$ cat src/verilog/zxuno_bus_pkg.sv
package zxuno_bus_pkg;

  // ------------------------------------------------------------------------
  // CPU side I/O ports of the register window
  // ------------------------------------------------------------------------

  // Register number goes here
  localparam logic [15:0] ADDR_PORT = 16'hFC3B;
  // Register contents go here
  localparam logic [15:0] DATA_PORT = 16'hFD3B;

  // Floating bus value, also the byte put on the bus for INT acknowledge
  localparam logic [7:0] IDLE_BYTE = 8'hFF;

  // Register numbers behind the data port
  typedef enum logic [7:0] {
    REG_SCRATCH = 8'h03,
    REG_DEVOPTS = 8'h0E,
    REG_COREID  = 8'hFF
  } zxreg_e;

  // Answer of a bus source to a CPU read
  typedef struct packed {
    logic [7:0] data;
    logic       oe;
  } rd_result_t;

endpackage

$ cat src/verilog/zxuno_cfg_pkg.sv
package zxuno_cfg_pkg;

  // ------------------------------------------------------------------------
  // Device enable register, number 0x0E
  // ------------------------------------------------------------------------

  // Bit 7 first
  typedef struct packed {
    logic disable_spisd;
    logic enable_timexmmu;
    logic disable_romsel1f;
    logic disable_romsel7f;
    logic disable_1ffd;
    logic disable_7ffd;
    logic disable_turboay;
    logic disable_ay;
  } devopts_t;

  // ------------------------------------------------------------------------
  // Core identification
  // ------------------------------------------------------------------------

  // Characters in the string, not counting the 0x00 terminator
  localparam int COREID_LEN = 6;

  // First character sits in the top byte
  localparam logic [8*COREID_LEN-1:0] COREID_STR = "EXP26A";

endpackage

$ cat src/verilog/zxreg_if.sv
`timescale 1ns/1ps

// Register window between the port decoder and the register blocks
interface zxreg_if;

  // Currently selected register number
  zxuno_bus_pkg::zxreg_e addr;
  // Data port read in progress, a level
  logic       regrd;
  // Data port write, one cycle per access
  logic       regwr;
  // Address port written, one cycle per access
  logic       regaddr_changed;
  logic [7:0] wdata;

  modport port (
    output addr, regrd, regwr, regaddr_changed, wdata
  );

  modport dev (
    input addr, regrd, regwr, regaddr_changed, wdata
  );

endinterface

$ cat src/verilog/coreid_reader.sv
`timescale 1ns/1ps

module coreid_reader (
  input  logic                       clk,
  input  logic                       rst_n,
  zxreg_if.dev                       reg_bus,
  output zxuno_bus_pkg::rd_result_t  rd
);

  // One extra slot for the terminator
  typedef logic [$clog2(zxuno_cfg_pkg::COREID_LEN+1)-1:0] idx_t;

  typedef enum logic {
    ID_IDLE,
    ID_READING
  } id_state_e;

  id_state_e  state;
  idx_t       idx;
  logic       reading;
  logic [7:0] chr;

  assign reading = reg_bus.regrd && (reg_bus.addr == zxuno_bus_pkg::REG_COREID);

  // ------------------------------------------------------------------------
  // Index moves once per read, after the read ends
  // ------------------------------------------------------------------------
  always_ff @(posedge clk or negedge rst_n) begin
    if (!rst_n) begin
      state <= ID_IDLE;
      idx   <= '0;
    end else if (reg_bus.regaddr_changed) begin
      // New register selected, restart the string
      state <= ID_IDLE;
      idx   <= '0;
    end else begin
      case (state)
        ID_IDLE: begin
          if (reading) begin
            state <= ID_READING;
          end
        end
        ID_READING: begin
          if (!reading) begin
            state <= ID_IDLE;
            if (idx == idx_t'(zxuno_cfg_pkg::COREID_LEN)) begin
              idx <= '0;
            end else begin
              idx <= idx + idx_t'(1);
            end
          end
        end
        default: state <= ID_IDLE;
      endcase
    end
  end

  // Character select, 0x00 past the end
  always_comb begin
    chr = 8'h00;
    for (int i = 0; i < zxuno_cfg_pkg::COREID_LEN; i++) begin
      if (idx == idx_t'(i)) begin
        chr = zxuno_cfg_pkg::COREID_STR[8*(zxuno_cfg_pkg::COREID_LEN-1-i) +: 8];
      end
    end
  end

  always_comb begin
    rd.data = chr;
    rd.oe   = reading;
  end

endmodule

$ cat src/verilog/cpu_din_mux.sv
`timescale 1ns/1ps

module cpu_din_mux (
  input  logic                       iorq_n,
  input  logic                       m1_n,
  input  zxuno_bus_pkg::rd_result_t  port_rd,
  input  zxuno_bus_pkg::rd_result_t  opt_rd,
  input  zxuno_bus_pkg::rd_result_t  id_rd,
  output logic [7:0]                 cpu_din
);

  logic int_ack;

  // Z80 interrupt acknowledge cycle
  assign int_ack = !iorq_n && !m1_n;

  // First match wins
  always_comb begin
    case (1'b1)
      int_ack    : cpu_din = zxuno_bus_pkg::IDLE_BYTE;
      port_rd.oe : cpu_din = port_rd.data;
      id_rd.oe   : cpu_din = id_rd.data;
      opt_rd.oe  : cpu_din = opt_rd.data;
      // Nobody drives the bus
      default    : cpu_din = zxuno_bus_pkg::IDLE_BYTE;
    endcase
  end

endmodule

$ cat src/verilog/option_regs.sv
`timescale 1ns/1ps

module option_regs (
  input  logic                       clk,
  input  logic                       rst_n,
  zxreg_if.dev                       reg_bus,
  output zxuno_cfg_pkg::devopts_t    dev_options,
  output zxuno_bus_pkg::rd_result_t  rd
);

  zxuno_cfg_pkg::devopts_t devopts_q;
  logic [7:0]              scratch_q;
  logic                    opts_sel;
  logic                    scratch_sel;

  assign opts_sel    = (reg_bus.addr == zxuno_bus_pkg::REG_DEVOPTS);
  assign scratch_sel = (reg_bus.addr == zxuno_bus_pkg::REG_SCRATCH);

  // Both registers share the write strobe
  always_ff @(posedge clk or negedge rst_n) begin
    if (!rst_n) begin
      devopts_q <= '0;
      scratch_q <= 8'h00;
    end else if (reg_bus.regwr) begin
      if (opts_sel) begin
        devopts_q <= zxuno_cfg_pkg::devopts_t'(reg_bus.wdata);
      end
      if (scratch_sel) begin
        scratch_q <= reg_bus.wdata;
      end
    end
  end

  // Enables go straight to the devices
  assign dev_options = devopts_q;

  // Readback while the data port is being read
  always_comb begin
    rd.data = scratch_q;
    if (opts_sel) begin
      rd.data = devopts_q;
    end
    rd.oe = reg_bus.regrd && (opts_sel || scratch_sel);
  end

endmodule

$ cat src/verilog/zxuno_io.sv
`timescale 1ns/1ps

module zxuno_io (
  input  logic                     clk,
  input  logic                     rst_n,
  input  logic [15:0]              a,
  input  logic                     iorq_n,
  input  logic                     rd_n,
  input  logic                     wr_n,
  input  logic                     m1_n,
  input  logic [7:0]               din,
  output logic [7:0]               cpu_din,
  output zxuno_cfg_pkg::devopts_t  dev_options
);

  // Read answers towards the data-in mux
  zxuno_bus_pkg::rd_result_t port_rd;
  zxuno_bus_pkg::rd_result_t opt_rd;
  zxuno_bus_pkg::rd_result_t id_rd;

  zxreg_if reg_bus ();

  // ------------------------------------------------------------------------
  // Port decoder and register blocks
  // ------------------------------------------------------------------------

  zxuno_regport regport (
    .clk         (clk           ),
    .rst_n       (rst_n         ),
    .a           (a             ),
    .iorq_n      (iorq_n        ),
    .rd_n        (rd_n          ),
    .wr_n        (wr_n          ),
    .din         (din           ),
    .reg_bus     (reg_bus.port  ),
    .rd          (port_rd       ));

  option_regs device_options (
    .clk         (clk           ),
    .rst_n       (rst_n         ),
    .reg_bus     (reg_bus.dev   ),
    .dev_options (dev_options   ),
    .rd          (opt_rd        ));

  coreid_reader core_id (
    .clk         (clk           ),
    .rst_n       (rst_n         ),
    .reg_bus     (reg_bus.dev   ),
    .rd          (id_rd         ));

  // Byte returned to the CPU
  cpu_din_mux din_mux (
    .iorq_n      (iorq_n        ),
    .m1_n        (m1_n          ),
    .port_rd     (port_rd       ),
    .opt_rd      (opt_rd        ),
    .id_rd       (id_rd         ),
    .cpu_din     (cpu_din       ));

endmodule

$ cat src/verilog/zxuno_regport.sv
`timescale 1ns/1ps

module zxuno_regport (
  input  logic                       clk,
  input  logic                       rst_n,
  input  logic [15:0]                a,
  input  logic                       iorq_n,
  input  logic                       rd_n,
  input  logic                       wr_n,
  input  logic [7:0]                 din,
  zxreg_if.port                      reg_bus,
  output zxuno_bus_pkg::rd_result_t  rd
);

  logic addr_sel;
  logic data_sel;
  logic rd_access;
  logic wr_access;
  logic wr_seen;
  logic wr_first;
  logic regwr_q;
  logic changed_q;
  zxuno_bus_pkg::zxreg_e addr_q;

  // Full 16 bit decode of both ports
  assign addr_sel = (a == zxuno_bus_pkg::ADDR_PORT);
  assign data_sel = (a == zxuno_bus_pkg::DATA_PORT);

  assign rd_access = !iorq_n && !rd_n;
  assign wr_access = !iorq_n && !wr_n;

  // First cycle of a write access only
  assign wr_first = wr_access && !wr_seen;

  always_ff @(posedge clk or negedge rst_n) begin
    if (!rst_n) begin
      wr_seen   <= 1'b0;
      regwr_q   <= 1'b0;
      changed_q <= 1'b0;
      addr_q    <= zxuno_bus_pkg::zxreg_e'(8'h00);
    end else begin
      wr_seen   <= wr_access;
      regwr_q   <= wr_first && data_sel;
      changed_q <= wr_first && addr_sel;
      // Any byte is accepted here, unused numbers just read as idle
      if (wr_first && addr_sel) begin
        addr_q <= zxuno_bus_pkg::zxreg_e'(din);
      end
    end
  end

  // ------------------------------------------------------------------------
  // Register window outputs
  // ------------------------------------------------------------------------

  assign reg_bus.addr            = addr_q;
  assign reg_bus.regrd           = data_sel && rd_access;
  assign reg_bus.regwr           = regwr_q;
  assign reg_bus.regaddr_changed = changed_q;
  assign reg_bus.wdata           = din;

  // Address port readback
  always_comb begin
    rd.data = addr_q;
    rd.oe   = addr_sel && rd_access;
  end

endmodule
$ cat config.mk
export PLATFORM = sky130hd
export DESIGN_NAME = zxuno_io
export DESIGN_NICKNAME = d
export VERILOG_FILES = /design/src/verilog/zxuno_bus_pkg.sv /design/src/verilog/zxuno_cfg_pkg.sv /design/src/verilog/zxreg_if.sv /design/src/verilog/coreid_reader.sv /design/src/verilog/cpu_din_mux.sv /design/src/verilog/option_regs.sv /design/src/verilog/zxuno_io.sv /design/src/verilog/zxuno_regport.sv
export SDC_FILE = /design/constraint.sdc
export NUM_CORES = 1
export LEC_CHECK = 0
export ABC_AREA = 1
export BUFFER_PORTS_ARGS = -buffer_cell sky130_fd_sc_hd__buf_4
export CAP_MARGIN = 40
export CORE_UTILIZATION = 40
export CTS_BUF_LIST = sky130_fd_sc_hd__clkbuf_8
export DETAILED_ROUTE_END_ITERATION = 7
export GPL_TIMING_DRIVEN = 0
export PLACE_DENSITY_LB_ADDON = 0.1
export REMOVE_ABC_BUFFERS = 1
export SETUP_SLACK_MARGIN = 0.02
export SYNTH_ARGS = -nofsm -noshare
export SYNTH_HDL_FRONTEND = slang
export SYNTH_SLANG_ARGS = --single-unit
export TNS_END_PERCENT = 20
$ cat constraint.sdc
create_clock -name clk -period 2.6 [get_ports clk]
set_input_delay 0.52 -clock clk [delete_from_list [all_inputs] [get_ports clk]]
set_output_delay 0.52 -clock clk [all_outputs]
set_load 0.01 [all_outputs]
======== Word-level counts from Yosys, hierarchy flattened ========
Index checks and enable logic that the tools add are counted.
Widths: inputs -> output; s select.
storage, ports and cells
  bits in writable memories ............... 0
  output and inout bits ................... 16
  input port bits ......................... 30
  bits in read-only memories .............. 0
  bits in latches ......................... 0
  logic and storage cells ................. 66
  bits in registers ....................... 31
  memories ................................ 0
cells by class
  mux-type cells .......................... 17
  equal/unequal tests ..................... 12
  multiply operators ...................... 0
  bitwise gates (word level) .............. 0
  $add $sub $neg .......................... 1
  reduce and logical (&&, ||, !) cells .... 21
  $lt $le $gt $ge ......................... 0
  div/mod/pow operators ................... 0
  shifts and indexed selects .............. 0
operator list
  kind                  number
  $mux 7                6
  $mux 8                5
  $eq 16x16->1 const B  2
  $mux 3                4
  $logic_and 1x1->1     10
  $eq 3x3->1 const B    3
  $eq 8x2->1 const B    1
  $eq 8x4->1 const B    1
  $eq 8x8->1 const B    1
  $eq 3x2->1 const B    2
  $reduce_and 2->1      3
  $logic_not 1->1       5
  $add 3x1->3 const B   1
  $eq 3x1->1 const B    1
  $logic_not 3->1       1
  $mux 1                2
  $ne 2x2->1 const B    1
  $reduce_bool 2->1     1
  $logic_or 1x1->1      1

======== Depth between registers and ports, before layout ========
  word-level depth ........................ 10
  mapped depth ............................ 11
  depth with buffers taken out ............ 10

======== Hierarchy ========
A second synthesis with hierarchy kept.
second synthesis, totals
  cells, all modules ...................... 322
  area, all modules ....................... 2245.9 µm²
modules (own cells, without submodules)
  module         area each (µm²)  times used  sequential area each (µm²)  cells each
  option_regs    897.1            1           400.4                       118
  zxuno_regport  675.6            1           275.3                       82
  coreid_reader  364.1            1           100.1                       60
  cpu_din_mux    309.0            1           0.0                         62

======== Worst setup path after synthesis ========
OpenSTA, ideal clock, no wires.
  path type ............................... input to output
  start point ............................. in a[7]
  end point ............................... out cpu_din[4]
  stages on the path ...................... 9
  buffers on the path ..................... 1
  setup slack ............................. 0.665 ns
  data required time ...................... 2.080 ns
  data arrival time ....................... 1.415 ns
  path through ............................ nor2_2 > nand2_2 > nor2_8 > nand2_4 > nor2_4 > buf_6 > nand3_1 > nand3_1 > nand2_1
between the ends
  longest elaborated chain between the ends .. 7
  elaborated cells on any way between the ends .. 10
  those cells by class .................... eq/ne (2); mux (4); reduce/logical (4)
RTL lines
  item                   line                 RTL
  from (decl)            zxuno_io.sv:6        input logic [15:0] a,
  $eq 16x16->1           zxuno_regport.sv:27  assign data_sel = (a == zxuno_bus_pkg::DATA_PORT);
  $logic_and 1x1->1      zxuno_regport.sv:57  assign reg_bus.regrd = data_sel && rd_access;
  $logic_and 1x1->1      option_regs.sv:43    rd.oe = reg_bus.regrd && (opts_sel || scratch_sel);
  $mux 8 (2 in a row)    cpu_din_mux.sv:19    case (1'b1)
  $mux 8 * (2 in a row)  cpu_din_mux.sv:19
  to (decl)              zxuno_io.sv:12       output logic [7:0] cpu_din,
Every way passes the cells marked *; elsewhere a longest branch is shown, timed or not.

======== Worst setup path in the final report ========
  start point ............................. reg core_id.idx[2]
  end point ............................... out cpu_din[4]
between the ends
  longest elaborated chain between the ends .. 9
  elaborated cells on any way between the ends .. 13
  those cells by class .................... eq/ne (5); mux (8)
RTL lines
  item                    line                 RTL
  from (decl)             coreid_reader.sv:19  idx_t idx;
  from (signal assigned)  coreid_reader.sv:49  idx <= idx + idx_t'(1);
  $eq 3x1->1              coreid_reader.sv:62  if (idx == idx_t'(i)) begin
  $mux 7 (4 in a row)     coreid_reader.sv:62
  $mux 7 *                coreid_reader.sv:62
  $mux 8 * (3 in a row)   cpu_din_mux.sv:19
Marked as above.

==> flow_summary.json <==
{
  "min_path_type": "input pin to async pin",
  "worst_pin_slew_ns": 0.444,
  "post-route-period-util_pct": 93.4,
  "maxCapViolations": 0,
  "nets": 345,
  "powerDensity_nw_per_um2": 399,
  "pin_count": 46,
  "syn_inst": 270,
  "place_congestion": 0.744,
  "drt-total-wl_um": 4390,
  "gr-total-overflow": 0,
  "setup_violations": 0,
  "drtAntennaViolNets": 0,
  "cts_buffer_depth": 2,
  "cts_tree": "yes",
  "syn2layout_area_growth_pct": 23.2,
  "antenna_found_initial": 0,
  "cp-end-kind": "output pin",
  "maxSlewHeadroom_pct": 70.3,
  "place_ws_ns": 0.299,
  "die_w_um": 72.6,
  "vias_per_cell": 4.70,
  "finalCriticalPeriod_ns": 2.43,
  "cp_max_fo": 9,
  "clkTransAtPathRegs_ns": 0.07,
  "num_antenna_cells": 0,
  "syn_area_sq_um": 1990,
  "yosysUniqueCellTypes": 26,
  "criticalPathCategory": "register to output pin",
  "drtIter0Drc": 32,
  "synth_area_per_cell_sq_um": 7.38,
  "fin_tns_setup_ns": 0,
  "cts_max_level": 2,
  "wl_per_cell_um": 11.5,
  "hold_viol": 0,
  "dieArea_sq_um": 5270,
  "timing.final.ws_setup_ns": 0.172,
  "placementRows": 25,
  "ys_warn_count": 0,
  "vdd_drop_max_uv": 216,
  "first_pass_iters": 4,
  "coreArea_sq_um": 4750,
  "port-buffer-count": 45,
  "reg2regPathDepth": 7,
  "initial_core_util_pct": 41.9,
  "finalPower_mw": 0.980,
  "hold_buffers": 0,
  "cts_sinks": 31,
  "drive_gt1_share_pct": 27.6,
  "die_height_um": 72.6,
  "rsz0062_at_grt": "no",
  "post-cts-setup-buffer-count": 0,
  "numCtsBuffers": 5,
  "vias": 1795,
  "first_global_vias": 1654,
  "drc": 0,
  "grt_pass1_wl_um": 7470,
  "grt_usage_pct": 18.6,
  "ys_seq_area_share_pct": 38.9,
  "synth-seq-cells": 31,
  "dp.final_hpwl_um": 3210,
  "finClkSkew_ns": 0.00415,
  "grt_max_degree": 32,
  "clock-root-buffer": "clkbuf_8",
  "finalMaxSlewViolations": 0,
  "required_ns": 2.08,
  "clock.fmax_mhz": 412,
  "cp-start-kind": "register",
  "outcome": "complete, no violations",
  "p_leak_nw": 1.29,
  "insertion_delay_ns": 0.28,
  "cp.arrival_ns": 1.91
}
==> repair_timing <==
| action | in CTS | in global routing |
|---|---|---|
| endpoints found under the hold margin | 0 | 0 |
| setup endpoints to repair | 0 | 4 |
| gates resized for setup | 0 | 1 |
==> routing by layer <==
layer	vias to the layer above	track usage (%)	routed length, um
met3	6	4.28	194
met5	-	0	0
met1	800	24.3	2150
met2	38	30.4	1980
met4	0	6.54	66
li1	951	-	-
==> cell type report <==
class	instances	area, sq um
clock buffers	7	96.3
clock inverters	1	7.51
fillers	511	2300
inverters	41	154
multi-input cells	190	1000
flip-flops and latches	31	776
well taps	67	83.8
repair buffers	45	338
==> path summary, 6_finish.rpt <==
check                                                startpoint                            end  slack, ns
worst max register to register          regport.reg_bus.addr[5]    device_options.scratch_q[2]       1.09
worst min-delay path                                      rst_n                 core_id.idx[1]       0.17
worst min register to register  regport.reg_bus.regaddr_changed                  core_id.state       0.42
min in group clk                                           wr_n                regport.wr_seen       0.39
worst max-delay path                             core_id.idx[2]                     cpu_din[4]       0.17
max in group asynchronous                                 rst_n  device_options.dev_options[7]       2.13
==> cell usage after synthesis, drive strengths merged <==
cell type	count	area share, %
nand2	81	17
inv	41	7.7
o21ai	33	8.3
dfrtp	31	39
nor2	31	9.9
nand3	26	7.7
buf	8	3.3
nand4	6	2.6
nand3b	5	1.9
a41oi	2	0.88
nor3	2	0.50
a21oi	1	0.25
a31o	1	0.44
ha	1	0.63
nor4	1	0.31
==> stage by stage <==
step           utilization, %  hold WS, ns  area [sq um]  instances
2_1_floorplan               -        0.224          1930        262
3_3_place_gp             49.4        0.410          2350        374
3_5_place_dp             49.4        0.420          2350        374
4_1_cts                  51.6        0.176          2450        382
5_1_grt                  51.7        0.186          2460        382
6_report                 51.7        0.170          2460        382
==> where the power goes <==
part / switching [mW] / internal [mW]
combinational: 0.0359 / 0.0355
clock: 0.185 / 0.241
sequential: 0.000453 / 0.483
==> registers in the layout (all words and copies together), names as in the netlist <==
signal                           flops
regport.wr_seen                      1
regport.reg_bus.addr                 8
regport.reg_bus.regwr                1
core_id.state                        1
regport.reg_bus.regaddr_changed      1
device_options.scratch_q             8
core_id.idx                          3
device_options.dev_options           8
==> cells by family after synthesis <==
group,after synthesis,share of synthesized area [%]
fa+ha+maj,1,0.628
compound gates,37,9.86
flops,31,38.9
simple gates,152,39.6
buf+inv,49,11.0
==> cell usage in the layout (no fill, tap or decap), types with 2 or more instances in the layout <==
cell type	count
a41oi_1	2
nor3_1	2
o21ai_1	27
nand3_1	23
nor2_1	20
buf_4	45
inv_1	32
nor2_4	5
dfrtp_1	31
nor2_2	4
nand2_4	2
nand3_2	2
nand3b_1	5
nand2_1	72
nand2_2	7
inv_2	9
clkbuf_8	7
nor2_8	2
nand4_1	5
o21ai_0	6
==> critical path, stage by stage (launching register included) <==
cell and delay (ns):
dfrtp_1 0.51, inv_1 0.14, ha_1 0.20, inv_1 0.10, nand2_1 0.06, o21ai_0 0.20, nand3_1 0.10, nand3_1 0.09
nand2_1 0.07, buf_4 0.15
Note: power is estimated with default switching activity, not from simulation.
